--- src/bev_pkg.sv ---
// Shared widths, enums, violation bit positions and register addresses for the checker and its testbench.
`default_nettype none

package bev_pkg;

    typedef enum logic [1:0] {
        MAKE_DRINK = 2'd0,
        SUPPLY     = 2'd1,
        CHECK_DATE = 2'd2
    } action_e;

    typedef enum logic [2:0] {
        BLACK_TEA,
        MILK_TEA,
        EXTRA_MILK_TEA,
        GREEN_TEA,
        GREEN_MILK_TEA,
        PINEAPPLE_JUICE,
        SUPER_PINEAPPLE_TEA,
        SUPER_PINEAPPLE_MILK_TEA
    } bev_type_e;

    typedef logic [1:0] bev_size_t;        // 0 = L, 1 = M, 2 = S, 3 is unused.

    typedef enum logic [1:0] {
        NO_ERR,
        NO_EXP,
        NO_ING,
        ING_OF
    } err_msg_e;

    typedef logic [3:0]  month_t;
    typedef logic [4:0]  day_t;
    typedef logic [7:0]  viol_vec_t;
    typedef logic [3:0]  wb_addr_t;
    typedef logic [15:0] wb_data_t;

    // Bit positions in the sticky violation register.
    localparam int V_OVERLAP   = 0;
    localparam int V_ORDER     = 1;
    localparam int V_GAP       = 2;
    localparam int V_DATE      = 3;
    localparam int V_LATENCY   = 4;
    localparam int V_OUT_WIDTH = 5;
    localparam int V_REQ_WIDTH = 6;
    localparam int V_REQ_AGAIN = 7;

    // Word addresses of the host register map.
    localparam wb_addr_t ADDR_VIOL      = 4'd0;
    localparam wb_addr_t ADDR_TYPE_BASE = 4'd1;
    localparam wb_addr_t ADDR_SIZE_BASE = 4'd9;
    localparam wb_addr_t ADDR_ERR_BASE  = 4'd12;

    localparam int NUM_CNT = 15;           // Eight types, three sizes, four result codes.

endpackage

`default_nettype wire

--- src/input_sequence_monitor.sv ---
// Follows each operation's input order and timing, and reports overlaps, order and gap errors.
`default_nettype none
`timescale 1ns/1ps

module input_sequence_monitor #(
    parameter int MAX_GAP      = 4,
    parameter int SUPPLY_BOXES = 4
) (
    input  logic              clk,
    input  logic              inf,
    input  logic              action_valid,
    input  logic              type_valid,
    input  logic              size_valid,
    input  logic              date_valid,
    input  logic              box_no_valid,
    input  logic              box_sup_valid,
    input  bev_pkg::action_e  d_act,
    input  logic              out_valid,
    output logic              op_end,
    output logic              overlap_err,
    output logic              order_err,
    output logic              gap_err
);
    import bev_pkg::*;

    localparam int GAP_W = $clog2(MAX_GAP + 1);
    localparam int SUP_W = $clog2(SUPPLY_BOXES + 1);

    typedef enum logic [2:0] {
        IDLE, WAIT_TYPE, WAIT_SIZE, WAIT_DATE, WAIT_BOX, WAIT_SUP, WAIT_OUT
    } seq_state_e;

    seq_state_e       state, state_n;
    action_e          act_q, act_n;
    logic [GAP_W-1:0] gap_cnt, gap_n;
    logic [SUP_W-1:0] sup_cnt, sup_n;
    logic             armed, armed_n;
    logic             end_n, ovl_n, ord_n, gap_err_n;
    logic [5:0]       valids;
    logic             exp_ok;
    logic             waiting;

    assign valids = {action_valid, type_valid, size_valid, date_valid,
                     box_no_valid, box_sup_valid};
    // The gap timer runs between inputs, and after a result until the next action.
    assign waiting = (state inside {WAIT_TYPE, WAIT_SIZE, WAIT_DATE, WAIT_BOX, WAIT_SUP}) ||
                     (state == IDLE && armed);

    always_comb begin
        case (state)
            IDLE:      exp_ok = action_valid;
            WAIT_TYPE: exp_ok = type_valid;
            WAIT_SIZE: exp_ok = size_valid;
            WAIT_DATE: exp_ok = date_valid;
            WAIT_BOX:  exp_ok = box_no_valid;
            WAIT_SUP:  exp_ok = box_sup_valid;
            default:   exp_ok = 1'b0;           // No input is due while a result is pending.
        endcase
    end

    always_comb begin
        state_n   = state;
        act_n     = act_q;
        gap_n     = gap_cnt;
        sup_n     = sup_cnt;
        armed_n   = armed;
        end_n     = 1'b0;
        ovl_n     = 1'b0;
        ord_n     = 1'b0;
        gap_err_n = 1'b0;
        if (!$onehot0(valids)) begin
            ovl_n = 1'b1;                       // State holds, but the input resets the timer.
            gap_n = '0;
        end else if (|valids) begin
            gap_n   = '0;
            armed_n = 1'b0;
            ord_n   = !exp_ok;
            if (action_valid) begin
                act_n   = d_act;
                state_n = (d_act == MAKE_DRINK) ? WAIT_TYPE : WAIT_DATE;
            end else if (!exp_ok) begin
                state_n = IDLE;
            end else begin
                case (state)
                    WAIT_TYPE: state_n = WAIT_SIZE;
                    WAIT_SIZE: state_n = WAIT_DATE;
                    WAIT_DATE: state_n = WAIT_BOX;
                    WAIT_BOX: begin
                        sup_n   = '0;
                        state_n = (act_q == SUPPLY) ? WAIT_SUP : WAIT_OUT;
                        end_n   = (act_q != SUPPLY);
                    end
                    default: begin
                        if (sup_cnt == SUP_W'(SUPPLY_BOXES - 1)) begin
                            state_n = WAIT_OUT;
                            end_n   = 1'b1;
                        end else begin
                            sup_n = sup_cnt + 1'b1;
                        end
                    end
                endcase
            end
        end else if (out_valid) begin
            state_n = IDLE;
            armed_n = 1'b1;
            gap_n   = '0;
        end else if (waiting) begin
            if (gap_cnt == GAP_W'(MAX_GAP - 1)) begin
                gap_err_n = 1'b1;               // Abandon the operation.
                state_n   = IDLE;
                armed_n   = 1'b0;
                gap_n     = '0;
            end else begin
                gap_n = gap_cnt + 1'b1;
            end
        end
    end

    always_ff @(posedge clk or negedge inf) begin
        if (!inf) begin
            state       <= IDLE;
            act_q       <= MAKE_DRINK;
            gap_cnt     <= '0;
            sup_cnt     <= '0;
            armed       <= 1'b0;
            op_end      <= 1'b0;
            overlap_err <= 1'b0;
            order_err   <= 1'b0;
            gap_err     <= 1'b0;
        end else begin
            state       <= state_n;
            act_q       <= act_n;
            gap_cnt     <= gap_n;
            sup_cnt     <= sup_n;
            armed       <= armed_n;
            op_end      <= end_n;
            overlap_err <= ovl_n;
            order_err   <= ord_n;
            gap_err     <= gap_err_n;
        end
    end

    a_state_legal: assert property (@(posedge clk) disable iff (!inf)
        state inside {IDLE, WAIT_TYPE, WAIT_SIZE, WAIT_DATE, WAIT_BOX, WAIT_SUP, WAIT_OUT});

endmodule

`default_nettype wire

--- config.mk ---
export PLATFORM = sky130hd
export DESIGN_NAME = input_sequence_monitor
export DESIGN_NICKNAME = d
export VERILOG_FILES = /design/src/bev_pkg.sv /design/src/input_sequence_monitor.sv
export SDC_FILE = /design/constraint.sdc
export NUM_CORES = 1
export LEC_CHECK = 0
export BUFFER_PORTS_ARGS = -buffer_cell sky130_fd_sc_hd__buf_2
export CORE_MARGIN = 2
export CORE_UTILIZATION = 60
export CTS_BUF_LIST = sky130_fd_sc_hd__clkbuf_16
export CTS_CLUSTER_DIAMETER = 100
export DETAILED_ROUTE_END_ITERATION = 8
export GPL_ROUTABILITY_DRIVEN = 0
export PLACE_DENSITY_LB_ADDON = 0.15
export SETUP_SLACK_MARGIN = 0.15
export SYNTH_ARGS = -nofsm -noshare
export SYNTH_HDL_FRONTEND = slang
export SYNTH_SLANG_ARGS = --single-unit
--- constraint.sdc ---
create_clock -name clk -period 3.8 [get_ports clk]
set_input_delay 0.19 -clock clk [delete_from_list [all_inputs] [get_ports clk]]
set_output_delay 0.19 -clock clk [all_outputs]
set_load 0.02 [all_outputs]
==> summary.txt <==
Finish
  – Post-Layout Cell Count: ~150
  – Number of antenna diodes: 0
  – Area grow syn2layout: 15.4%
  – Share of cells above drive strength 1: 24.0%
  – Layout Utilization: 73.3%
  – Total Nets Final: approximately 150
  – Most frequent cells in the layout: 16 x dfrtp_1, 14 x buf_2, 11 x inv_1
  – Most common cell after layout, fill and taps aside: dfrtp_1

Power
  – Sw frac: 38.1%
  – Reg power frac: 31.9%
  – NetSw: 340 µW
  – Peak supply drop: 0.491 mV
  – Leak: 0.566 nW
  – Pwr dens: 704 mW/mm²
  – Comb power frac: a little under half
  – Clock group share of total power: 22.8%
  – Internal power: 551 µW

Critical path
  – CP max-delay cell: fa_1
  – Crit path required time: 3.93 ns
  – CP Capture Type: flip-flop
  – CP Class: in2reg
  – Worst path cell trace: buf_2 -> inv_2 -> fa_1 -> fa_1 -> inv_1 -> ha_1 -> inv_1 -> fa_1 -> nand3_1 -> or3_4 -> o32a_1
  – CP arrival: just over 3 ns
  – Crit-path most repeated cell: fa_1
  – Worst-path maximum fanout: 9
  – Worst path max stage delay: between 0.5 and 0.6 ns
  – Startpoint types: primary input

Flow run
  – Number of max-cap violations: 0

Clock tree
  – Clock tree buffer depth: 2
  – Clock slew at reported path FFs: around 0.050 ns
  – TritonCTS sink count: 16
  – Worst skew pair latency: 0.24 ns
  – Post-CTS sizing: 0
  – Root Buffer: clkbuf_16
  – Cts bufs inserted: 3
  – CTS tree: yes
  – H-tree depth: 1

Global route
  – Total GRT Usage: 23.2%
  – Vias in the first global route: 801
  – Initial antenna violation count: 0
  – Largest net degree at the start of global routing: 17
  – First-pass GRT wire length: around 3600 µm
  – Gr ovfl total: 0

STA
  – Final setup fails: 0
  – Slew @ Worst Pin: 0.551 ns
  – Min Tclk post-route: 2.98 ns
  – RSZ-0062 raised after global routing: false
  – Clk_skew: 0.00277 ns
  – Max transition margin: 62.8%
  – Max Fclk: 336 MHz
  – Final Hold Violating Endpoints: 0
  – Setup TNS: 0 ns
  – Crit share post-route: between 70% and 80%
  – Slew Viols, Final: 0

Synth
  – Post-synth top area cell: dfrtp_1
  – Post-synth EDFFs: 0
  – Syn avg cell area: 9.71 µm²
  – Yosys cell types: 43
  – Cells after synthesis: around 110
  – Synth Net Count: 132
  – Top-area cell type share of the netlist area: 36.5%
  – Seq/Total Area, Yosys: a little over a third
  – #FFs+latches synth: 16
  – Ys flop type: dfrtp_1
  – Async SR Flop Fraction: 100%
  – Post-Syn Area: 0.00110 mm²
  – Synth Warn #: 0
  – Synth area leaders: dfrtp_1 36%, ha_1 5.7%, fa_1 5.5%

Outcome
  – Status: finished, final reports clean

Floorplanning
  – Initial Util: 63.6%
  – Die ar.: 0.00219 mm²
  – Die X: 46.8 µm
  – Core footprint: 0.00173 mm²
  – Die Ht: 46.8 µm
  – Row count: 15
  – I/O pin count: 15

Drt
  – Initial DRC Count: 27
  – Avg WL per Cell: about 14 µm
  – Final Routed Wirelength: 2120 µm
  – Via Count: 904
  – Pre-Repair DR Iteration Count: 4
  – Antenna Nets Post-Route: 0
  – Vias per inst: ~5.9
  – Residual DRC count: 0

Worst hold path
  – Worst Hold Class: in2reg

Placed design
  – Port bufs: 14
  – DP HPWL: 1560 µm
  – Placed insts: approximately 150
per-layer routing:
metal	track usage, %	wire (µm)	vias up
li1	-	-	438
met1	35.2	1030	436
met2	33.4	956	25
met3	4.62	104	5
met4	7.22	25	0
met5	0	0	-
area by class of cell:
type                       count  area, µm²
sequential                    16        400
clock buffer                   3       75.1
multi-input combinational     81        623
timing repair buffer          16       87.6
fill                         132        460
clock inverter                 1       3.75
inverter                      12       45.0
tap                           25       31.3
state kept, by name, indices dropped and copies added, names as in the netlist:
register     cells
gap_cnt          3
state            3
sup_cnt          3
act_q            2
armed            1
gap_err          1
op_end           1
order_err        1
overlap_err      1
worst max-delay path, delay by kind of cell:
family	cells	cell delay, ns
AO/OA/AOI/OAI	1	0.35
buffers and inverters	4	0.37
AND/OR/NAND/NOR	2	0.53
adder cells (fa/ha/maj)	4	1.65
stage by stage:
step | worst slack [ns] | power [mW] | cell area [µm²] | hold slack (ns)
6_report | 0.820 | 0.891 | 1270 | 0.194
5_1_grt | 0.610 | 0.968 | 1270 | 0.190
4_1_cts | 0.812 | 0.894 | 1270 | 0.194
3_5_place_dp | 0.563 | 0.683 | 1180 | 0.132
3_3_place_gp | 0.615 | 0.672 | 1180 | 0.122
2_1_floorplan | 0.799 | 0.610 | 1100 | -0.106
timing repair:
item | 4_1_cts | 5_1_grt
hold buffers | 1 | 0
endpoints found under the hold margin | 16 | 0
endpoints found under the setup margin | 0 | 0
buffers inserted | 0 | 0
path summary, 6_finish.rpt:
kind                                    from         end  slack, ns  cells after the start
worst max register to register      state[2]  sup_cnt[1]       1.62                      5
max in group asynchronous                inf    state[1]       3.14                      2
min in group asynchronous                inf  sup_cnt[2]       0.39                      2
worst min-delay path                d_act[1]    act_q[1]       0.19                      2
worst max-delay path            action_valid  sup_cnt[1]       0.82                     11
worst min register to register         armed       armed       0.50                      2
synth_stat cells, types with 2 or more instances:
library cell,number
a211oi_1,3
a21oi_1,8
buf_2,2
dfrtp_1,16
fa_1,3
ha_1,5
inv_1,11
maj3_1,2
mux2_2,3
nand2_1,9
nand2b_1,3
nand3_1,3
nor2_1,5
nor2b_1,3
nor3_1,3
nor3b_1,2
nor4_1,3
o21ai_0,3
o22a_2,2
cells by family after synthesis:
logic type / count (synthesis) / share of synthesized area [%]
AOI/OAI and AO/OA: 28 / 20.2
xor gates and xnor gates: 1 / 0.798
adders and majority gates: 10 / 13.0
buffers and inverters: 16 / 6.73
DFF: 16 / 36.5
muxes: 3 / 3.08
and+or+nand+nor: 39 / 19.7
power by group through the flow:
stage	logic [mW]	registers, mW	clock network [mW]
2_1_floorplan	0.355	0.256	0
5_1_grt	0.454	0.294	0.220
3_3_place_gp	0.389	0.283	0
6_report	0.403	0.285	0.203
3_5_place_dp	0.398	0.285	0
4_1_cts	0.404	0.283	0.207
Power figures use the tool's default switching activity.
